<file path="src/design/cpuPkg.sv">
package cpuPkg;

	localparam int dataWidth = 32;
	localparam int addrWidth = 8; // 256 words of RAM.
	localparam int regCount = 16;
	localparam int regIdxWidth = $clog2(regCount);
	localparam int linkReg = 15; // jal writes the return address here.

	typedef logic [dataWidth-1:0] word_t;
	typedef logic [addrWidth-1:0] memAddr_t;

	typedef enum logic [4:0] {
		opAdd = 5'd0,
		opSub = 5'd1,
		opAnd = 5'd2,
		opOr = 5'd3,
		opAddi = 5'd4,
		opJal = 5'd5,
		opJr = 5'd6,
		opOut = 5'd7,
		opHalt = 5'd8
	} opcode_t;

	typedef struct packed {
		opcode_t opcode;
		logic [regIdxWidth-1:0] ra;
		logic [regIdxWidth-1:0] rb;
		logic [regIdxWidth-1:0] rc;
		logic [14:0] imm; // Sign-extended when it drives the bus.
	} instr_t;

	typedef enum logic [2:0] {busNone, busPc, busMdr, busReg, busZ, busImm} busSrc_t;
	typedef enum logic [1:0] {aluAdd, aluSub, aluAnd, aluOr} aluOp_t;
	typedef enum logic [1:0] {fieldRa, fieldRb, fieldRc, fieldLink} regField_t;

	// One bundle from the control unit to every datapath block.
	typedef struct packed {
		busSrc_t busSel;
		logic marIn;
		logic mdrIn;
		logic irIn;
		logic pcIn;
		logic incPc;
		logic yIn;
		logic zIn;
		aluOp_t aluOp;
		logic regIn;
		regField_t regSel;
		logic outIn;
	} ctrl_t;

endpackage

</file>
<file path="src/design/registerFile.sv">
`timescale 1ns/100ps

module registerFile (
	input logic clk,
	input logic reset,
	input cpuPkg::ctrl_t ctrl,
	input cpuPkg::instr_t instr,
	input cpuPkg::word_t bus,
	output cpuPkg::word_t regData
);
	import cpuPkg::*;

	word_t regs [regCount];
	logic [regIdxWidth-1:0] regIndex;

	always_comb begin
		case (ctrl.regSel)
			fieldRa: regIndex = instr.ra;
			fieldRb: regIndex = instr.rb;
			fieldRc: regIndex = instr.rc;
			default: regIndex = regIdxWidth'(linkReg);
		endcase
	end

	always_ff @(posedge clk) begin
		if (reset) begin
			for (int i = 0; i < regCount; i++) begin
				regs[i] <= '0;
			end
		end else if (ctrl.regIn && regIndex != '0) begin
			regs[regIndex] <= bus; // R0 is never written.
		end
	end

	assign regData = (regIndex == '0) ? '0 : regs[regIndex];

endmodule

</file>
<file path="config.mk">
export PLATFORM = sky130hd
export DESIGN_NAME = registerFile
export DESIGN_NICKNAME = d
export VERILOG_FILES = /design/src/design/cpuPkg.sv /design/src/design/registerFile.sv
export SDC_FILE = /design/constraint.sdc
export NUM_CORES = 1
export LEC_CHECK = 0
export BUFFER_PORTS_ARGS = -buffer_cell sky130_fd_sc_hd__buf_2
export CAP_MARGIN = 5
export CELL_PAD_IN_SITES_DETAIL_PLACEMENT = 1
export CELL_PAD_IN_SITES_GLOBAL_PLACEMENT = 2
export CORE_ASPECT_RATIO = 1.1
export CORE_MARGIN = 5
export CORE_UTILIZATION = 40
export CTS_CLUSTER_SIZE = 14
export DETAILED_ROUTE_END_ITERATION = 7
export GPL_ROUTABILITY_DRIVEN = 0
export MAX_ROUTING_LAYER = met4
export PLACE_DENSITY_LB_ADDON = 0.1
export SLEW_MARGIN = 20
export SYNTH_ARGS = -nofsm -noshare
export SYNTH_HDL_FRONTEND = slang
export SYNTH_SLANG_ARGS = --single-unit
</file>
<file path="constraint.sdc">
create_clock -name clk -period 3.45 [get_ports clk]
set_clock_uncertainty 0.15 [all_clocks]
set_input_delay 0.1725 -clock clk [delete_from_list [all_inputs] [get_ports clk]]
set_output_delay 0.1725 -clock clk [all_outputs]
set_load 0.01 [all_outputs]
</file>
==> out/metrics.cfg <==
[clock_tree]
cts.reportedPaths.clkPinSlew_ps = 60
cts.path.max_buffers = 3
tritoncts_clock_tree = built
clockRootBuffer = sky130_fd_sc_hd__clkbuf_16
cts_resized = 0
ctsHtreeMaxLevel = 2
cts_inserted_buffers = 52
tritoncts_num_sinks = 480

[worst_hold_path]
hold_path.startpoint = reset
hold_depth = 3
min-delay-path-class = input port to flop

[timing]
worst_pin_slew_ps = 661
final_period_minus_worst_setup_slack_ps = 3110
fin_setup_tns_ps = 0
timing.final.setup_violations = 0
timing_hold_violations_final = 0
max_clock_freq_mhz = 321
relSlewSlack_pct = 55.0
final.period_utilization_pct = 90.3
rsz0062_at_grt = false
final_max_slew_viol_count = 0

[yosys]
synth-async-reset-ratio_pct = 0
count_of_flip_flops_with_a_built_in_enable_after_synthesis = 480
ys_seq_elements = 480
ys.flop_type = sky130_fd_sc_hd__edfxtp_1
mappedNetlistArea_um2 = 22200
syn_nets = 2000
syn_avg_cell_area_um2 = 11.6
post_synth_num_cell_types = 35
proportion_of_synthesized_chip_area_in_sequential_cells_pct = 64.9
synth_warnings = 0
syn_inst_count = 1918

[job]
max_cap_violations = 0

[finish]
layout-drive-gt1-share_pct = 13.7
ff_latch_area_um2 = 14400
nets = 2093
syn2layout_area_growth_pct = 16.2
largest_reg_flops = 480
nFillCells = 5801
area_taken_by_multi_input_logic_gates_um2 = 7140
biggestRegsByFlops = regs x480
top_register_by_number_of_flip_flops = regs

[power]
total_power_mw = 13.6
power.switching_mw = 3.42
power.internal_mw = 10.2
clock_power_share_pct = 37.6
p_leak_nw = 9.42
register_share_of_total_power_pct = 50.6
netSwitchingFraction_pct = 25.2
power.density_cell_area_nw_per_um2 = 526
irDropWorstVdd_uv = 383
power_frac_comb_pct = 11.8

[drt]
post_drt_wl_per_cell_um = 25.9
via_count = 15127
drtPass1Iterations = 5
routed_wl_um = 72200
drcViolationCount = 0
avgViaCountPerCell = 5.43
initialDrtViolationCount = 829
antenna_left = 0

[global_route]
globalRoute.totalOverflow = 0
largest_net_degree_at_the_start_of_global_routing = 73
number_of_antenna_violations_at_the_first_check_in_global_routing = 3
grt_first_pass_wirelength_um = 105000
grt_pass1_vias = 15964
grt_use_total_pct = 24.1

[place]
io_buffer_count = 80
detailedPlacementHpwl_um = 42000

[floorplanning]
die_y_um = 257
dieWidth_um = 235
start_util_pct = 40.4
placement_rows = 90
placeableCoreArea_um2 = 55000
io_pins = 114
full_die_area_um2 = 60300

[status]
result_of_the_run = completed

[worst_setup_path]
cpMaxStageDelayCell = sky130_fd_sc_hd__nand2_2
max_stage_delay_ps = 540
timing.critical_path.depth = 9
highest_fanout_seen_on_the_critical_path = 16
cp.required_ps = 3130
worst_path_most_repeated_cell = sky130_fd_sc_hd__buf_2
worstSetupPathType = input port to output pin
crit_path_start = ctrl[2]
start_kind = input port
worst_path_dominant_cell_family = simple AND/OR/NAND/NOR gates
path_buf_inv = 3
critical_path_arrival_ps = 2790
worst_setup_path_end_kind = output pin
cp_cell_sequence = buf_2 -> nand2b_1 -> o22ai_2 -> nor3_2 -> nand2_2 -> buf_4 -> o22ai_1 -> nor3_1 -> buf_2

final timing paths:
path              slack [ps]                    endpoint
setup / recovery         340                 regData[13]
hold / removal           240  regs[10][17]$_SDFFCE_PN0P_
kinds of logic (layout without fill, tap and decap cells):
group           count (synthesis)  after routing  synth area share [%]
compound gates                263            263                  7.07
buf+inv                       193            323                  3.68
flops                         480            480                  64.9
mux                            38             38                  1.84
other cells                     0              1                     0
simple gates                  944            944                  22.5
cell usage in the layout, fill, tap and decap left out, types with 3 or more instances in the layout:
master | netlist | final
sky130_fd_sc_hd__nand3_1 | 98 | 97
sky130_fd_sc_hd__a21oi_1 | 127 | 127
sky130_fd_sc_hd__or2_2 | 15 | 15
sky130_fd_sc_hd__o2111ai_1 | 30 | 30
sky130_fd_sc_hd__o22ai_1 | 30 | 30
sky130_fd_sc_hd__nor3_1 | 35 | 32
sky130_fd_sc_hd__edfxtp_1 | 480 | 480
sky130_fd_sc_hd__dlygate4sd3_1 | 0 | 32
sky130_fd_sc_hd__buf_4 | 8 | 66
sky130_fd_sc_hd__clkbuf_1 | 104 | 16
sky130_fd_sc_hd__inv_1 | 30 | 30
sky130_fd_sc_hd__clkinv_1 | 0 | 13
sky130_fd_sc_hd__mux2_4 | 2 | 3
sky130_fd_sc_hd__nor2_4 | 0 | 13
sky130_fd_sc_hd__a31oi_1 | 31 | 31
sky130_fd_sc_hd__o21ai_0 | 34 | 34
sky130_fd_sc_hd__clkinv_2 | 0 | 7
sky130_fd_sc_hd__nor2_1 | 104 | 91
sky130_fd_sc_hd__buf_2 | 47 | 80
sky130_fd_sc_hd__mux2i_1 | 32 | 32
sky130_fd_sc_hd__nor3_2 | 5 | 3
sky130_fd_sc_hd__nor3_4 | 0 | 5
sky130_fd_sc_hd__and2_1 | 481 | 481
sky130_fd_sc_hd__nand2_1 | 201 | 199
sky130_fd_sc_hd__buf_12 | 0 | 24
sky130_fd_sc_hd__clkbuf_16 | 0 | 53
layer usage:
layer  global-route usage, %  wire length, um  vias up
li1                        -                -     6895
met4                    8.16             2400        0
met1                    28.9            30100     7748
met5                       -                0        -
met2                    42.1            36800      343
met3                    3.42             2860      141
cell type report:
class	count	area share, %
clock inverters	22	0.470
well taps	736	3.57
flip-flops and latches	480	55.9
inverters	30	0.437
diodes	1	0.00970
clock buffers	69	5.37
repair buffers	202	6.58
multi-input cells	1245	27.7
repair_timing:
item,CTS,global route
hold buffers,32,0
endpoints found under the setup margin,0,0
hold endpoints to repair,480,0
buffers inserted,0,0
cell usage after synthesis (all sizes together), types with 31 or more instances:
| cell | instances | share of area, % |
|---|---|---|
| and2 | 481 | 14 |
| edfxtp | 480 | 65 |
| nand2 | 201 | 3.4 |
| a21oi | 127 | 2.9 |
| clkbuf | 107 | 1.8 |
| nor2 | 104 | 1.8 |
| nand3 | 98 | 2.2 |
| buf | 56 | 1.3 |
| nor3 | 40 | 1.0 |
| mux2i | 34 | 1.6 |
| o21ai | 34 | 0.77 |
| o22ai | 33 | 1.1 |
| a31oi | 31 | 0.87 |
through the flow:
step / util (%) / std cells / hold WS, ps / worst slack [ps] / instance area [um2]
3_3_place_gp: 43.6 / 2661 / 472 / 306 / 24000
2_1_floorplan: - / 1918 / 221 / 1100 / 22200
6_report: 46.9 / 2785 / 242 / 336 / 25800
5_1_grt: 46.9 / 2784 / 249 / 148 / 25800
3_5_place_dp: 43.6 / 2661 / 487 / 257 / 24000
4_1_cts: 46.9 / 2784 / 204 / 251 / 25800
power by group through the flow:
| stage | clock network (mW) | logic, mW | registers [mW] |
|---|---|---|---|
| 2_1_floorplan | 0 | 0.846 | 6.96 |
| 3_3_place_gp | 0 | 1.57 | 6.98 |
| 3_5_place_dp | 0 | 1.59 | 7.00 |
| 4_1_cts | 5.23 | 1.63 | 6.88 |
| 5_1_grt | 5.49 | 1.73 | 6.90 |
| 6_report | 5.11 | 1.60 | 6.88 |
tightest hold or removal path, cell delays in order:
cell and delay [ps]:
sky130_fd_sc_hd__buf_2 280, sky130_fd_sc_hd__or2_2 240, sky130_fd_sc_hd__buf_12 160
No activity file was read; power rests on OpenSTA's default activity.
