File: src/design/cpuPkg.sv
package cpuPkg;

	localparam int dataWidth = 32;
	localparam int addrWidth = 8; // 256 words of RAM.
	localparam int regCount = 16;
	localparam int regIdxWidth = $clog2(regCount);
	localparam int linkReg = 15; // jal writes the return address here.

	typedef logic [dataWidth-1:0] word_t;
	typedef logic [addrWidth-1:0] memAddr_t;

	typedef enum logic [4:0] {
		opAdd = 5'd0,
		opSub = 5'd1,
		opAnd = 5'd2,
		opOr = 5'd3,
		opAddi = 5'd4,
		opJal = 5'd5,
		opJr = 5'd6,
		opOut = 5'd7,
		opHalt = 5'd8
	} opcode_t;

	typedef struct packed {
		opcode_t opcode;
		logic [regIdxWidth-1:0] ra;
		logic [regIdxWidth-1:0] rb;
		logic [regIdxWidth-1:0] rc;
		logic [14:0] imm; // Sign-extended when it drives the bus.
	} instr_t;

	typedef enum logic [2:0] {busNone, busPc, busMdr, busReg, busZ, busImm} busSrc_t;
	typedef enum logic [1:0] {aluAdd, aluSub, aluAnd, aluOr} aluOp_t;
	typedef enum logic [1:0] {fieldRa, fieldRb, fieldRc, fieldLink} regField_t;

	// One bundle from the control unit to every datapath block.
	typedef struct packed {
		busSrc_t busSel;
		logic marIn;
		logic mdrIn;
		logic irIn;
		logic pcIn;
		logic incPc;
		logic yIn;
		logic zIn;
		aluOp_t aluOp;
		logic regIn;
		regField_t regSel;
		logic outIn;
	} ctrl_t;

endpackage

File: src/design/specialRegisters.sv
`timescale 1ns/100ps

module specialRegisters (
	input logic clk,
	input logic reset,
	input cpuPkg::ctrl_t ctrl,
	input cpuPkg::word_t regData,
	input cpuPkg::word_t mdrData,
	input cpuPkg::word_t aluResult,
	output cpuPkg::word_t bus,
	output cpuPkg::word_t yValue,
	output cpuPkg::instr_t instr,
	output logic outStrobe,
	output cpuPkg::word_t outData
);
	import cpuPkg::*;

	word_t pc;
	word_t z;
	word_t immValue;

	assign immValue = {{(dataWidth - $bits(instr.imm)){instr.imm[$bits(instr.imm)-1]}}, instr.imm};

	always_comb begin
		case (ctrl.busSel)
			busPc: bus = pc;
			busMdr: bus = mdrData;
			busReg: bus = regData;
			busZ: bus = z;
			busImm: bus = immValue;
			default: bus = '0; // Nobody drives the bus.
		endcase
	end

	always_ff @(posedge clk) begin
		if (reset) begin
			pc <= '0;
			instr <= '0;
			outStrobe <= 1'b0;
		end else begin
			if (ctrl.pcIn) begin
				pc <= bus;
			end else if (ctrl.incPc) begin
				pc <= pc + 1'b1; // Word addressed.
			end
			if (ctrl.irIn) begin
				instr <= instr_t'(bus);
			end
			outStrobe <= ctrl.outIn; // Strobe follows the load by one cycle.
		end
	end

	always_ff @(posedge clk) begin
		if (ctrl.yIn) yValue <= bus;
		if (ctrl.zIn) z <= aluResult;
		if (ctrl.outIn) outData <= bus;
	end

	// Back-to-back out instructions are six cycles apart at the closest.
	strobeOneCycle: assert property (@(posedge clk) disable iff (reset)
		outStrobe |=> !outStrobe)
		else $error("outStrobe held high for more than one cycle");

endmodule

File: config.mk
export PLATFORM = sky130hd
export DESIGN_NAME = specialRegisters
export DESIGN_NICKNAME = d
export VERILOG_FILES = /design/src/design/cpuPkg.sv /design/src/design/specialRegisters.sv
export SDC_FILE = /design/constraint.sdc
export NUM_CORES = 1
export LEC_CHECK = 0
export ABC_AREA = 1
export BUFFER_PORTS_ARGS = -buffer_cell sky130_fd_sc_hd__buf_4
export CAP_MARGIN = 0
export CORE_MARGIN = 1
export CORE_UTILIZATION = 37
export CTS_CLUSTER_DIAMETER = 30
export DETAILED_ROUTE_END_ITERATION = 8
export PLACE_DENSITY_LB_ADDON = 0.1
export SLEW_MARGIN = 10
export SYNTH_ARGS = -nofsm -noshare
export SYNTH_HDL_FRONTEND = slang
export SYNTH_SLANG_ARGS = --single-unit
export TNS_END_PERCENT = 1
File: constraint.sdc
create_clock -name clk -period 2.1 [get_ports clk]
set_clock_uncertainty 0.1 [all_clocks]
set_input_delay 0.525 -clock clk [delete_from_list [all_inputs] [get_ports clk]]
set_output_delay 0.525 -clock clk [all_outputs]
set_load 0.01 [all_outputs]
==> impl_metrics.csv, run 1 <==
group,metric,value,unit
timing,post-route-min-period,2.31,ns
clock_network,cts_sinks,161,
clock_network,clockBufferDepth,2,
floorplan,core,0.0198,mm2
place,dpl_cell_area,0.0102,mm2
grt,grt_max_degree,34,
timing,rsz0062_at_grt,"yes",
grt,track_usage,25.6,%
critical_path,path_class,"in2out",
timing,setup_viol,32,
layout,area_growth,53.1,%
yosys,synth_cell_types,43,
clock_network,worstSkewPairLatency,0.43,ns
yosys,syn_area_per_cell,8.47,um2
critical_path,worst_setup_path_end_kind,"output pin",
clock_network,path_clk_slew,0.07,ns
route,drc,0,
outcome,status,"complete, but fails checks",
yosys,syn_inst,893,
outcome,violations,"negative setup slack",
power,ir_drop,587,uV
layout,finalNetCount,1350,
floorplan,io_pins,243,
power,seqPwrFrac,44.2,%
floorplan,floorplan.initialDensity,38.3,%
grt,grt_pass1_wl,40200,um
power,switching_share,27.3,%
yosys,ys.warnings.count,0,
critical_path,cp.arrival,1.69,ns
timing,worst_slew_pin_slew,0.556,ns
yosys,synth_edf_count,96,
timing,timing.final.max_slew_violations,0,
route,drt_iter0_drc,479,
layout,n_fill_cell,1814,
route,dr_total_vias,7343,
yosys,syn_area,0.00757,mm2
yosys,synth_seq_area_share,55.3,%
min_path,min_path_type,"in2reg",
route,ant_nets,0,
timing,maxSlewHeadroom,62.9,%
route,first_pass_iters,5,
yosys,synth_ff_type,"edfxtp_1",
critical_path,r2r_cells,9,
layout,fin_area,0.0116,mm2
place,numPortBuffers,235,
floorplan,die_x,145,um
route,viasPerCell,4.85,
timing,hold_violations,0,
floorplan,rows,51,
power,combinationalPowerShare,18.1,%
layout,drive_above_1_share,39.9,%
timing,fmax,432,MHz
timing,fin_crit_sh,110,%
place,gp_congestion,0.918,
floorplan,chipHeight,145,um
run,drv_cap,0,
grt,grt_pass1_vias,7010,
timing,finalSetupTns,-4.82,ns
power,pwr_density_cell,730,mW/mm2
min_path,min_delay_path_depth,1,
clock_network,cts_tree,"built",
power,p_switching,0.00231,W
grt,grt-ovfl-total,0,
layout,instances_no_fill,1514,
yosys,ys_ff_latch,161,
floorplan,fp.dieArea,0.0210,mm2
power,clkPwrFrac,37.7,%
route,wl_per_cell,17.9,um
critical_path,cp-start-kind,"primary input",
layout,final_util,58.6,%
place,placed_cells,1459,
power,p_leak,5.43,nW
power,intPower,0.00615,W
clock_network,cts_root_buffer,"clkbuf_16",
critical_path,critPathMaxFanout,5,
critical_path,critPathRequiredTime,1.47,ns
place,dpl.hpwl,20200,um
yosys,postSynthNetCount,1008,
clock_network,cts_buffers,17,
yosys,async_flop_share,0,%
timing,setup_ws,-0.215,ns
grt,antenna_found_initial,1,
route,routed_wirelength,27100,um
clock_network,cts_max_level,4,
-- cell type report --
cell class              instances  area (um2)  area share [%]
repair buffers                356        2880            24.9
flip-flops and latches        161        4180            36.1
clock buffers                  17         425            3.67
multi-input cells             580        3110            26.8
diodes                          1        2.50          0.0216
clock inverters                15         173            1.49
inverters                     119         485            4.19
well taps                     265         332            2.86
-- cell usage after synthesis (all sizes together), types with 2 or more instances --
master | n | area (um2)
o21bai | 2 | 15.0
o21ai | 58 | 298
nor2 | 148 | 591
clkbuf | 13 | 48.8
dfxtp | 65 | 1300
o211ai | 3 | 22.5
o22ai | 2 | 12.5
inv | 117 | 442
xor2 | 5 | 43.8
nand3 | 73 | 410
a21oi | 59 | 310
o31ai | 3 | 22.5
nor3 | 5 | 30.0
clkinv | 2 | 7.51
buf | 20 | 159
edfxtp | 96 | 2880
nand2 | 192 | 726
nand4 | 21 | 165
-- registers in the layout, summed over array words and instances (netlist names) --
| register | count |
|---|---|
| outStrobe | 1 |
| outData | 32 |
| pc | 32 |
| instr | 32 |
| yValue | 32 |
| z | 32 |
-- power groups by stage --
stage | Combinational [W] | Clock (W) | Sequential [W]
6_report | 0.00153 | 0.00319 | 0.00374
5_1_grt | 0.00164 | 0.00337 | 0.00376
4_1_cts | 0.00144 | 0.00325 | 0.00373
3_5_place_dp | 0.00137 | 0 | 0.00380
3_3_place_gp | 0.00136 | 0 | 0.00380
2_1_floorplan | 0.000451 | 0 | 0.00385
-- cell usage in the layout, fill, tap and decap left out, types with 3 or more instances in the layout --
cell type,count
nand4_1,17
buf_4,320
buf_6,27
dfxtp_1,65
o21ai_0,27
a21oi_2,6
clkbuf_16,18
a21oi_1,50
buf_12,6
nand3_2,6
o211ai_1,3
edfxtp_1,96
nor3_1,4
o21ai_2,8
inv_1,93
nand2_4,10
o21ai_1,23
nor2_1,119
inv_8,7
nand3_1,57
nand2_2,9
nor2_2,17
o31ai_1,3
inv_6,6
nand3_4,10
nor2_4,12
nand2_1,173
clkinv_1,4
inv_2,17
xor2_1,5
a21oi_4,3
-- worst max-delay path, cell delays in order --
cell and delay [ns]:
buf_8 0.09, clkinvlp_4 0.17, nand3_4 0.16, buf_6 0.13, buf_6 0.11, nor2_2 0.04, nor2_2 0.15, nand3_4 0.15
buf_6 0.16
-- kinds of logic (layout without fill, tap and decap cells) --
family | Yosys count | after routing | share of synthesized area [%]
xor gates and xnor gates | 6 | 6 | 0.694
buffers and inverters | 152 | 507 | 8.68
AOI/OAI and AO/OA | 132 | 132 | 9.59
adders and majority gates | 1 | 1 | 0.165
DFF | 161 | 161 | 55.3
other | 0 | 1 | 0
and+or+nand+nor | 441 | 441 | 25.6
-- path summary, 6_finish.rpt --
kind	slack (ns)	to	startpoint
max	-0.21	bus[29]	ctrl[15]
min	0.16	z[22]	aluResult[22]
max reg2reg	0.18	pc[24]	pc[1]
min reg2reg	0.43	instr[18]	instr[18]
-- stage by stage --
stage                     worst slack, ns  hold slack, ns  power, W
after global placement             -0.362           0.406   0.00516
after detailed placement           -0.399           0.412   0.00517
after CTS                          -0.195           0.151   0.00841
after global routing               -0.260           0.148   0.00876
after floorplan                   0.00931           0.418   0.00430
final                              -0.215           0.163   0.00846
-- what timing repair did --
item	CTS	global route
cloned	0	1
gates resized for setup	66	88
hold buffers	0	0
endpoints found under the setup margin	32	34
setup buffers	6	16
pin swaps	14	26
-- per-layer routing --
layer  global-route usage [%]  routed length [um]  up-vias
met2                     43.1               13400      284
met4                     10.9                 745        0
met3                     4.40                1480       40
met5                        0                   0        -
li1                         -                   -     3613
met1                     32.2               11500     3406
Power figures use the tool's default switching activity.
==> run 2, diff against run 1 <==
--- a/config.mk
+++ b/config.mk
@@ -13,7 +13,8 @@
 export CTS_CLUSTER_DIAMETER = 30
 export DETAILED_ROUTE_END_ITERATION = 8
 export PLACE_DENSITY_LB_ADDON = 0.1
-export SLEW_MARGIN = 10
+export SKIP_CTS_REPAIR_TIMING = 1
+export SLEW_MARGIN = 20
 export SYNTH_ARGS = -nofsm -noshare
 export SYNTH_HDL_FRONTEND = slang
 export SYNTH_SLANG_ARGS = --single-unit
==> impl_metrics.csv, run 2 (same netlist as run 1, synthesis figures left out) <==
group,metric,value,unit
place,gp_congestion,0.918,
layout,area_growth,47.4,%
clock_network,path_clk_slew,0.07,ns
route,first_pass_iters,5,
grt,grt_max_degree,34,
place,dpl.hpwl,20200,um
timing,rsz0062_at_grt,"yes",
critical_path,cp_top_family,"buffers and inverters",
run,drv_cap,0,
power,clkPwrFrac,38.2,%
critical_path,worst_setup_path_end_kind,"output pin",
clock_network,cts_tree,"built",
route,drt_iter0_drc,438,
route,dr_total_vias,7283,
floorplan,chipHeight,145,um
layout,final_util,56.4,%
power,intPower,0.00609,W
critical_path,critPathMaxFanout,8,
timing,fin_crit_sh,112,%
critical_path,cp_num_buf_inv,5,
critical_path,path_class,"in2out",
clock_network,cts_sinks,161,
grt,grt.met3_usage,4.47,%
critical_path,r2r-end,"pc[24]",
clock_network,cts_buffers,17,
route,viasPerCell,4.86,
route,drc,0,
floorplan,io_pins,243,
timing,fmax,426,MHz
grt,grt.busiest_layer,"met2",
layout,finalNetCount,1336,
critical_path,r2r_cells,9,
floorplan,fp.dieArea,0.0210,mm2
critical_path,cp.arrival,1.72,ns
critical_path,slowest_stage,"nand3_4",
route,wl_per_cell,17.8,um
power,combinationalPowerShare,17.2,%
power,switching_share,27.2,%
power,ir_drop,584,uV
timing,setup_ws,-0.246,ns
timing,post-route-min-period,2.35,ns
layout,n_fill_cell,1857,
place,placed_cells,1459,
grt,use_met1,32.2,%
critical_path,reg2reg_from,"pc[1]",
grt,met2_usage,42.6,%
layout,regArea,0.00418,mm2
critical_path,path_common_cell,"buf_8",
min_path,min_path_type,"in2reg",
critical_path,critPathLaunch,"ctrl[15]",
grt,grt_pass1_wl,39800,um
grt,antenna_found_initial,0,
route,routed_wirelength,26700,um
critical_path,critPathRequiredTime,1.47,ns
layout,drive_above_1_share,36.5,%
critical_path,critical_path_depth,8,
layout,instances_no_fill,1499,
critical_path,cpPeakStageDelay,0.21,ns
critical_path,worstPathCellList,"buf_8 -> clkinvlp_4 -> nand3_4 -> buf_8 -> o211ai_1 -> nor2_1 -> inv_1 -> buf_6",
grt,grt_pass1_vias,6882,
clock_network,cts_max_level,4,
timing,setup_viol,32,
critical_path,cp-start-kind,"primary input",
grt,track_usage,25.4,%
critical_path,rrSetupSlack,0.18,ns
timing,worst_slew_pin_slew,0.548,ns
layout,final_cell_mix,"325 x buf_4, 182 x nand2_1, 125 x nor2_1",
timing,maxSlewHeadroom,63.5,%
power,p_total,0.00837,W
timing,timing.final.max_slew_violations,0,
layout,diodes,0,
clock_network,worstSkewPairLatency,0.44,ns
power,p_leak,5.20,nW
power,seqPwrFrac,44.6,%
layout,layout_commonest_cell,"buf_4",
route,ant_nets,0,
grt,grt-ovfl-total,0,
clock_network,cts_root_buffer,"clkbuf_16",
outcome,violations,"negative setup slack",
outcome,status,"complete, but fails checks",
critical_path,crit_end,"bus[13]",
power,p_switching,0.00228,W
power,pwr_density_cell,751,mW/mm2
floorplan,core,0.0198,mm2
layout,multi_input_area,0.00287,mm2
floorplan,die_x,145,um
floorplan,rows,51,
clock_network,clockBufferDepth,2,
floorplan,floorplan.initialDensity,38.3,%
timing,hold_violations,0,
place,numPortBuffers,235,
place,dp_slack,-0.399,ns
-- run 2: changes by cell type in the layout (fill, tap and decap cells not counted), sizes merged --
cell,previous run,this run
buf,355,341
diode,1,0
-- run 2: final cells by class --
| class | count | share of cell area (%) |
|---|---|---|
| tap | 265 | 2.97 |
| inverter | 119 | 4.20 |
| clock inverter | 15 | 1.55 |
| clock buffer | 17 | 3.82 |
| timing repair buffer | 342 | 24.2 |
| sequential | 161 | 37.5 |
| multi-input combinational | 580 | 25.7 |
-- run 2: metrics by stage --
step / setup TNS (ns) / instance area, um2 / hold WS, ns
global placement: -8.84 / 10200 / 0.406
detailed placement: -9.12 / 10200 / 0.412
floorplan: 0 / 7570 / 0.418
CTS: -8.91 / 10800 / 0.151
global route: -7.54 / 11200 / 0.148
finish: -5.53 / 11200 / 0.163
-- run 2: power groups by stage --
stage	clock network, W	logic, W	registers [W]
6_report	0.00320	0.00144	0.00373
5_1_grt	0.00337	0.00154	0.00375
4_1_cts	0.00325	0.00138	0.00373
3_5_place_dp	0	0.00137	0.00380
3_3_place_gp	0	0.00136	0.00380
2_1_floorplan	0	0.000451	0.00385
-- run 2: worst min-delay path by stage --
stage | depth (start not counted) | from | slack, ns | to
final | 1 | aluResult[28] | 0.16 | z[28]
after CTS | 1 | aluResult[28] | 0.15 | z[28]
after global placement | 2 | instr[18] | 0.41 | instr[18]
after global routing | 1 | aluResult[19] | 0.15 | z[19]
after detailed placement | 2 | instr[18] | 0.41 | instr[18]
after floorplan | 2 | pc[16] | 0.42 | instr[16]
-- run 2: routing by layer --
| layer | share of wire, % | vias up | routed length (um) |
|---|---|---|---|
| met2 | 49 | 289 | 13100 |
| li1 | - | 3590 | - |
| met5 | 0 | - | 0 |
| met1 | 43 | 3365 | 11500 |
| met4 | 2.4 | 0 | 641 |
| met3 | 5.8 | 39 | 1560 |
