## config.mk

```make
export PLATFORM = sky130hd
export DESIGN_NAME = alu
export DESIGN_NICKNAME = d
export VERILOG_FILES = /design/src/design/cpuPkg.sv /design/src/design/alu.sv
export SDC_FILE = /design/constraint.sdc
export NUM_CORES = 1
export LEC_CHECK = 0
export CORE_MARGIN = 1
export CORE_UTILIZATION = 39
export DETAILED_ROUTE_END_ITERATION = 12
export DONT_BUFFER_PORTS = 1
export PLACE_DENSITY = 0.61
export SLEW_MARGIN = 20
export SYNTH_ARGS = -nofsm -noshare
export SYNTH_HDL_FRONTEND = slang
export SYNTH_SLANG_ARGS = --single-unit
```

## constraint.sdc

```tcl
create_clock -name vclk -period 9.7
set_input_delay 1.94 -clock vclk [all_inputs]
set_output_delay 1.94 -clock vclk [all_outputs]
set_load 0.02 [all_outputs]
```

## src/design/cpuPkg.sv

```systemverilog
package cpuPkg;

	localparam int dataWidth = 32;
	localparam int addrWidth = 8; // 256 words of RAM.
	localparam int regCount = 16;
	localparam int regIdxWidth = $clog2(regCount);
	localparam int linkReg = 15; // jal writes the return address here.

	typedef logic [dataWidth-1:0] word_t;
	typedef logic [addrWidth-1:0] memAddr_t;

	typedef enum logic [4:0] {
		opAdd = 5'd0,
		opSub = 5'd1,
		opAnd = 5'd2,
		opOr = 5'd3,
		opAddi = 5'd4,
		opJal = 5'd5,
		opJr = 5'd6,
		opOut = 5'd7,
		opHalt = 5'd8
	} opcode_t;

	typedef struct packed {
		opcode_t opcode;
		logic [regIdxWidth-1:0] ra;
		logic [regIdxWidth-1:0] rb;
		logic [regIdxWidth-1:0] rc;
		logic [14:0] imm; // Sign-extended when it drives the bus.
	} instr_t;

	typedef enum logic [2:0] {busNone, busPc, busMdr, busReg, busZ, busImm} busSrc_t;
	typedef enum logic [1:0] {aluAdd, aluSub, aluAnd, aluOr} aluOp_t;
	typedef enum logic [1:0] {fieldRa, fieldRb, fieldRc, fieldLink} regField_t;

	// One bundle from the control unit to every datapath block.
	typedef struct packed {
		busSrc_t busSel;
		logic marIn;
		logic mdrIn;
		logic irIn;
		logic pcIn;
		logic incPc;
		logic yIn;
		logic zIn;
		aluOp_t aluOp;
		logic regIn;
		regField_t regSel;
		logic outIn;
	} ctrl_t;

endpackage

```

## src/design/alu.sv

```systemverilog
`timescale 1ns/100ps

module alu (
	input cpuPkg::ctrl_t ctrl,
	input cpuPkg::word_t yValue,
	input cpuPkg::word_t bus,
	output cpuPkg::word_t aluResult
);
	import cpuPkg::*;

	// Y holds the first operand, the bus carries the second.
	always_comb begin
		case (ctrl.aluOp)
			aluAdd: aluResult = yValue + bus;
			aluSub: aluResult = yValue - bus;
			aluAnd: aluResult = yValue & bus;
			aluOr: aluResult = yValue | bus;
			default: aluResult = bus; // Pass the bus through.
		endcase
	end

endmodule

```

==> results of run 1 <==
==> metal layers <==
layer | vias to the layer above | wire length, um
li1 | 1609 | -
met1 | 1427 | 4170
met2 | 100 | 3960
met3 | 0 | 592
met4 | 0 | 0
met5 | - | 0
==> how the worst max path moves through the flow <==
stage | startpoint | slack [ps] | end | cells after the start
floorplan | bus[22] | 2480 | aluResult[31] | 14
global placement | ctrl[5] | 1870 | aluResult[26] | 13
detailed placement | ctrl[5] | 1790 | aluResult[26] | 13
CTS | ctrl[5] | 1780 | aluResult[26] | 13
global route | ctrl[5] | 1520 | aluResult[29] | 13
finish | ctrl[5] | 1750 | aluResult[29] | 13
==> cell usage in the layout (no fill, tap or decap), drive strengths merged, types with 5 or more instances in the layout <==
| master | synthesis | layout |
|---|---|---|
| a21oi | 39 | 39 |
| nor4 | 5 | 5 |
| o31ai | 8 | 8 |
| o21a | 6 | 6 |
| maj3 | 30 | 30 |
| nor2 | 32 | 32 |
| a211oi | 5 | 5 |
| nand2b | 8 | 8 |
| inv | 13 | 13 |
| o21ai | 43 | 43 |
| xnor2 | 27 | 27 |
| nand2 | 43 | 43 |
| nor3 | 6 | 6 |
| a21o | 16 | 16 |
| nand3 | 5 | 5 |
| o21bai | 7 | 7 |
| nand4 | 5 | 5 |
| ha | 34 | 34 |
| xor2 | 28 | 28 |
==> power groups by stage <==
stage / sequential, W / combinational, W / clock, W
3_3_place_gp: 0 / 0.000262 / 0
4_1_cts: 0 / 0.000266 / 0
6_report: 0 / 0.000267 / 0
3_5_place_dp: 0 / 0.000265 / 0
2_1_floorplan: 0 / 0.000229 / 0
5_1_grt: 0 / 0.000294 / 0
==> final cells by class <==
cell class / count / share of cell area (%)
inverter: 13 / 1.57
multi-input combinational: 408 / 94.3
tap: 102 / 4.09
==> through the flow <==
step | util (%) | setup slack [ps] | power, W | cell area (um2)
2_1_floorplan | - | 2480 | 0.000229 | 3070
3_3_place_gp | 40.6 | 1870 | 0.000262 | 3120
3_5_place_dp | 40.6 | 1790 | 0.000265 | 3120
4_1_cts | 40.6 | 1780 | 0.000266 | 3120
5_1_grt | 40.6 | 1520 | 0.000294 | 3120
6_report | 40.6 | 1750 | 0.000267 | 3120
==> cell families after synthesis <==
| group | synth area share [%] |
|---|---|
| compound gates | 33.4 |
| simple gates | 20.7 |
| mux | 1.71 |
| xor+xnor | 15.7 |
| fa+ha+maj | 24.3 |
| buf+inv | 4.28 |
==> impl_metrics.ini, run 1 <==
[detailed_routing]
via_count = 3136
first_iter_violations = 133
final_antenna_net_count = 0
wire_per_inst_um = 16.7
viasPerCell = 6.00
detail_route.first_pass.iterations = 4
route.detailed.drc = 0
drt-total-wl_um = 8710

[finish]
design.final.nets = 538
regArea_um2 = 0
finish.cell_count_without_fillers = 523
nFillCells = 853
flow.area_growth_from_synthesis_pct = 1.47
layout.sequential_cells = 0
n_clock_buffer = 0
drive_above_1_share_pct = 3.80
insertedDiodeCount = 0
multi_input_comb_area_um2 = 2940

[synth]
yosys_warning_total = 0
syn-num-nets = 557
netlist-cell-type-count = 61
syn-cell-area_um2 = 3070
synth_top_area_share_pct = 13.8
synth.yosys.seq_area_share_pct = 0
synthesis.area_per_instance_um2 = 6.95
synth_top_cells_by_count = 43 x nand2_1, 38 x a21oi_1, 34 x ha_1, 31 x nor2_1, 30 x maj3_1
biggest_area_consumer_among_synthesized_cells = ha_1
post-synth-top-count-cell = nand2_1
netlist_instances = 442
synth.top_cells.by_area = ha_1 14%, maj3_1 9.8%, xor2_1 8.0%

[power]
power.share.combinational_pct = 100.0
power.sequential.fraction_pct = 0
power.clock.fraction_pct = 0
netSwitchingFraction_pct = 61.2
p_int_w = 0.000104
net-switching-power_w = 0.000164
powerDensity_nw_per_um2 = 85.8
cellLeakagePower_nw = 1.21
ir_drop_v = 0.0000307

[global_route]
grt_first_pass_wirelength_um = 14300
grt.total_usage_pct = 20.6
grt_overflow = 0
pin_count_of_the_biggest_net_entering_global_routing = 49
gr-max-usage-layer = met2
grt.met2_usage_pct = 34.8
use_met3_pct = 2.86
antenna_found_initial = 0
grt_pass1_vias = 3008
groute.layer.met1.usage_pct = 28.9

[timing]
worst_slew_margin_rel_pct = 31.9
worst_slew_pin_slew_ps = 1020
finalSetupViolCount = 0
timing_hold_violations_final = 0
setup_tns_ps = 0
timing.final.max_slew_violations = 0
hold_ws_ps = 4020
finalCritPeriodShare_pct = 82.0
fmax_ghz = 0.126
finalCriticalPeriod_ps = 7950
grt_setup_unrepaired = false

[floorplan]
die_height_um = 90.8
core_area_um2 = 7690
die_area_um2 = 8240
num_rows = 32
die_w_um = 90.8
floorplan.io_pins = 112
start_util_pct = 40.0

[critical_path]
critPathMaxFanout = 48
cell_family_with_the_largest_share_of_critical_path_delay = compound AO/OA/AOI/OAI gates
timing.critical_path.slowest_cell_delay_ps = 650
worstPathArrival_ps = 6010
path_buf_inv = 1
crit_chain = inv_1 > nand2_1 > o31ai_1 > xor2_1 > ha_1 > and3_1 > o211ai_1 > o21ba_2 > o21ai_2 > o31ai_1 > a41oi_1 > xnor2_1 > o21ai_1
cp-start-kind = primary input
setup.worst_path.class = primary input to output port
timing.critical_path.required_ps = 7760
path_common_cell = o31ai_1
crit_path_end_kind = output port
critical-path-slowest-cell = nand2_1

[clocking]
cts_resized = 0
postCtsHoldBufs = 0
post-cts-setup-buffers = 0

[placement]
final_hpwl_from_detailed_placement_um = 7050
place_congestion = 0.882
port-buffer-count = 0
placed_cells = 523

[worst_hold_path]
worst_hold_path_type = primary input to output port
min_from = ctrl[5]
min_path_cells = 1
worst_hold_path.endpoint = aluResult[0]

[run]
cap_viol_max_count = 0

[outcome]
run_status = completed
Power figures use the tool's default switching activity.
==> run 2: changes to the inputs <==
- ABC_AREA: unset -> 1
- PLACE_DENSITY: 0.61 -> 0.63
- clock period: 9.7 -> 6.4 ns (I/O delays scaled with it)
==> run 2 against run 1 <==
Compared with the run above:
- worst setup slack worse by 680 ps
- count of clock-buffer cells in the layout unchanged
- highest routed layer is now met4
- combinational power up 76%
- critical endpoint is now aluResult[31]
- wire length up 54%
- die area up 31%
- hold slack worse by 1300 ps
- first-iteration DRC count rose to 3.3 times the previous value
- sequential share of layout area unchanged
- design area up 34%
- global-route usage up 4.0 points
- final cell count up 78%
==> impl_metrics.ini, run 2 <==
[outcome]
run_status = completed

[synth]
post-synth-top-count-cell = nand2_1
netlist-cell-type-count = 41
synth.top_cells.by_area = nand2_1 23%, inv_1 11%, ha_1 11%
syn-num-nets = 920
synth_top_cells_by_count = 246 x nand2_1, 121 x inv_1, 108 x nor2_1, 68 x nand3_1, 34 x ha_1
synth_top_area_share_pct = 22.8
synthesis.area_per_instance_um2 = 5.02
synth.yosys.seq_area_share_pct = 0
yosys_warning_total = 0
syn-cell-area_um2 = 4040
netlist_instances = 805
biggest_area_consumer_among_synthesized_cells = nand2_1

[timing]
timing_hold_violations_final = 0
timing.final.max_slew_violations = 0
setup_tns_ps = 0
finalCriticalPeriod_ps = 5340
finalCritPeriodShare_pct = 83.4
fmax_ghz = 0.187
worst_slew_pin_slew_ps = 950
finalSetupViolCount = 0
grt_setup_unrepaired = false
worst_slew_margin_rel_pct = 36.6

[critical_path]
path_buf_inv = 1
cp-start-kind = primary input
timing.critical_path.slowest_cell_delay_ps = 420
setup.worst_path.class = primary input to output port
cell_family_with_the_largest_share_of_critical_path_delay = simple AND/OR/NAND/NOR gates
crit_path_end_kind = output port
path_common_cell = nand2_1
crit_chain = inv_1 > ha_1 > nand3_4 > nor3_1 > nand3_1 > xnor2_1 > nand2_1 > o21ai_0 > ha_1 > nand2_1 > nor3_1 > nand2_1 > nor2_1 > a21oi_1 > nand2_1 > nand3_1 > nand2_1
worstSetupPathDepth = 17
critPathMaxFanout = 5
timing.critical_path.required_ps = 5120
worstPathArrival_ps = 4060
critical-path-slowest-cell = ha_1

[floorplan]
die_height_um = 104
core_area_um2 = 9910
die_w_um = 104
floorplan.io_pins = 112
start_util_pct = 40.8
die_area_um2 = 10800
num_rows = 36

[global_route]
grt.total_usage_pct = 24.6
grt_first_pass_wirelength_um = 21700
antenna_found_initial = 0
pin_count_of_the_biggest_net_entering_global_routing = 26
grt_pass1_vias = 4390
grt_overflow = 0

[finish]
drive_above_1_share_pct = 8.28
commonest_non_fill_non_tap_cells_in_the_layout = 246 x nand2_1, 121 x inv_1, 107 x nor2_1
nFillCells = 1152
leading_cell_type_in_the_layout_fill_and_taps_excluded = nand2_1
flow.area_growth_from_synthesis_pct = 3.50
layout.sequential_cells = 0
final_cell_area_um2 = 4180
insertedDiodeCount = 0
regArea_um2 = 0
n_clock_buffer = 0
design.final.nets = 914

[detailed_routing]
detail_route.first_pass.iterations = 5
viasPerCell = 5.25
wire_per_inst_um = 14.4
drt-total-wl_um = 13400
route.detailed.drc = 0
final_antenna_net_count = 0
first_iter_violations = 445
via_count = 4885

[clocking]
post-cts-setup-buffers = 0
postCtsHoldBufs = 0
cts_resized = 0

[placement]
final_hpwl_from_detailed_placement_um = 11600
place_congestion = 0.942
port-buffer-count = 0
place_area_um2 = 4180

[worst_hold_path]
min_path_cells = 1
worst_hold_path_type = primary input to output port

[power]
ir_drop_v = 0.0000400
cellLeakagePower_nw = 2.34
powerDensity_nw_per_um2 = 112

[run]
cap_viol_max_count = 0
[run 2: cell count changes after synthesis, sizes merged, moves of 8 or more]
cell | before | now
nand2 | 43 | 262
inv | 13 | 137
nor2 | 32 | 123
nand3 | 5 | 72
maj3 | 30 | 0
xnor2 | 27 | 6
a21o | 16 | 0
clkbuf | 18 | 3
a31oi | 4 | 18
o21ai | 43 | 32
nand2b | 8 | 0
nand4 | 5 | 13
[run 2: power breakdown]
group          leakage [nW]  total (W)  internal, W  switching [W]
combinational          2.34   0.000470     0.000146       0.000323
clock                     0          0            0              0
sequential                0          0            0              0
[run 2: worst paths after layout]
path	startpoint	endpoint
setup / recovery	bus[0]	aluResult[31]
hold / removal	ctrl[5]	aluResult[13]
[run 2: routing by layer]
layer  global-route usage [%]  share of wire (%)  vias to the layer above
li1                         -                  -                     2541
met1                     36.3                 48                     2149
met2                     39.1                 42                      179
met3                     1.89                8.1                       16
met4                     4.59                1.8                        0
met5                        0                  0                        -
[run 2: per-stage QoR]
stage	std cells	utilization [%]	hold WS [ps]	power (W)	worst slack (ps)
floorplan	805	-	2780	0.000375	1630
global placement	930	42.2	2720	0.000459	1060
detailed placement	930	42.2	2720	0.000462	1070
CTS	930	42.2	2720	0.000464	1060
global route	930	42.2	2720	0.000526	868
finish	930	42.2	2720	0.000470	1060
[run 2: kinds of logic (layout without fill, tap and decap cells)]
| family | count (synthesis) | count (layout) | synth area share [%] |
|---|---|---|---|
| AO/OA/AOI/OAI | 100 | 100 | 14.9 |
| XOR/XNOR | 30 | 30 | 6.50 |
| adder cells (fa/ha/maj) | 35 | 35 | 11.0 |
| buffers and inverters | 149 | 141 | 14.1 |
| AND/OR/NAND/NOR | 491 | 491 | 53.6 |
[run 2: layout make-up]
cell class	instances	area (um2)	share of cell area (%)
multi-input cells	656	3480	83.1
inverters	138	518	12.4
well taps	133	166	3.98
repair buffers	3	22.5	0.538
==> run 3: changes to the inputs <==
- clock period: 6.4 -> 4.7 ns (I/O delays scaled with it)
==> run 3 against run 2 <==
Compared with the run above:
- count of clock-buffer cells in the layout stayed put
- wire length is 0.35% higher
- core utilization is 0.95 points higher
- critical endpoint is now aluResult[27]
- largest power group unchanged
- worst setup slack worse by 860 ps
- hold slack worse by 660 ps
==> impl_metrics.ini, run 3 (same netlist as run 2, synthesis figures left out) <==
[finish]
drive_above_1_share_pct = 10.4
design.final.nets = 922
nFillCells = 1173
insertedDiodeCount = 0
commonest_non_fill_non_tap_cells_in_the_layout = 243 x nand2_1, 121 x inv_1, 105 x nor2_1
leading_cell_type_in_the_layout_fill_and_taps_excluded = nand2_1
regArea_um2 = 0
flow.area_growth_from_synthesis_pct = 5.82
multi_input_comb_area_um2 = 3510
layout.sequential_cells = 0
utilization_pct = 43.2
finish.cell_count_without_fillers = 938
n_clock_buffer = 0

[critical_path]
timing.critical_path.required_ps = 3760
critPathMaxFanout = 5
setup.worst_path.class = primary input to output port
worst_setup_path_startpoint = bus[0]
crit_path_end_kind = output port
cp-start-kind = primary input
worstPathArrival_ps = 3560

[floorplan]
die_area_um2 = 10800
die_height_um = 104
die_w_um = 104
core_area_um2 = 9910
start_util_pct = 40.8
floorplan.io_pins = 112
num_rows = 36

[power]
powerDensity_nw_per_um2 = 154
power.sequential.fraction_pct = 0
netSwitchingFraction_pct = 67.7
ir_drop_v = 0.0000756
power.clock.fraction_pct = 0
net-switching-power_w = 0.000444
power.share.combinational_pct = 100.0
cellLeakagePower_nw = 2.38
p_int_w = 0.000212

[placement]
place_congestion = 0.929
dpl_worst_slack_ps = 184
port-buffer-count = 0
placed_cells = 937
final_hpwl_from_detailed_placement_um = 11700

[detailed_routing]
via_count = 4875
route.detailed.drc = 0
viasPerCell = 5.20
wire_per_inst_um = 14.4
first_iter_violations = 293
final_antenna_net_count = 0
detail_route.first_pass.iterations = 5
drt-total-wl_um = 13500

[global_route]
grt.total_usage_pct = 24.6
grt_first_pass_wirelength_um = 21700
pin_count_of_the_biggest_net_entering_global_routing = 26
antenna_found_initial = 0
grt_overflow = 0
grt_pass1_vias = 4347

[timing]
timing_hold_violations_final = 0
finalSetupViolCount = 0
worst_slew_margin_rel_pct = 65.6
timing.final.ws_setup_ps = 201
hold_ws_ps = 2060
worst_slew_pin_slew_ps = 510
grt_setup_unrepaired = true
fmax_ghz = 0.222
finalCriticalPeriod_ps = 4500
finalCritPeriodShare_pct = 95.7
timing.final.max_slew_violations = 0

[run]
cap_viol_max_count = 0

[worst_hold_path]
worst_hold_path_type = primary input to output port
min_from = bus[25]

[outcome]
run_status = completed
run 3: changes by cell type in the layout (fill, tap and decap cells not counted), sizes merged:
cell / previous run / this run
buf: 3 / 11
run 3: layout make-up:
cell class / instances / share of cell area [%]
inverter: 138 / 12.1
multi-input combinational: 656 / 82.1
tap: 133 / 3.89
timing repair buffer: 11 / 1.93
run 3: per-layer routing:
| layer | track usage, % | vias to the layer above | routed length, um |
|---|---|---|---|
| met1 | 36.6 | 2131 | 6630 |
| met5 | 0 | - | 0 |
| met4 | 3.37 | 0 | 150 |
| met2 | 39.5 | 166 | 5870 |
| met3 | 1.26 | 8 | 840 |
| li1 | - | 2570 | - |
run 3: worst max-delay path, stage by stage:
cell and delay (ps):
inv_1 80, ha_2 210, nand3_4 110, nor2_4 150
nand2_4 80, o21ai_4 190, nand2_1 90, xnor2_1 220
ha_1 340, nand2_1 170, clkinv_1 80, nand2_1 60
nand2_1 70, a21oi_2 160, nor2_1 60, nor2_1 120
nand2_1 70, nand2_1 50, nand3_1 80, nand2_1 200
run 3: worst paths after layout:
kind | to | slack, ps | depth (start not counted)
setup / recovery | aluResult[27] | 200 | 20
hold / removal | aluResult[25] | 2060 | 2
run 3: timing repair:
item                                    4_1_cts  5_1_grt
resized for setup                             0       11
hold endpoints to repair                      0        0
setup buffers                                 0        1
hold buffers                                  0        0
endpoints found under the setup margin        0        7
run 3: per-stage QoR:
step | area, um2 | setup TNS (ps) | power [W]
floorplan | 4040 | 0 | 0.000511
global placement | 4240 | 0 | 0.000637
global route | 4280 | -6.47 | 0.000734
detailed placement | 4240 | 0 | 0.000641
finish | 4280 | 0 | 0.000657
CTS | 4240 | 0 | 0.000644
run 3: power groups by stage:
stage	logic [W]	clock network, W	registers [W]
global placement	0.000637	0	0
detailed placement	0.000641	0	0
global route	0.000734	0	0
CTS	0.000644	0	0
finish	0.000657	0	0
floorplan	0.000511	0	0
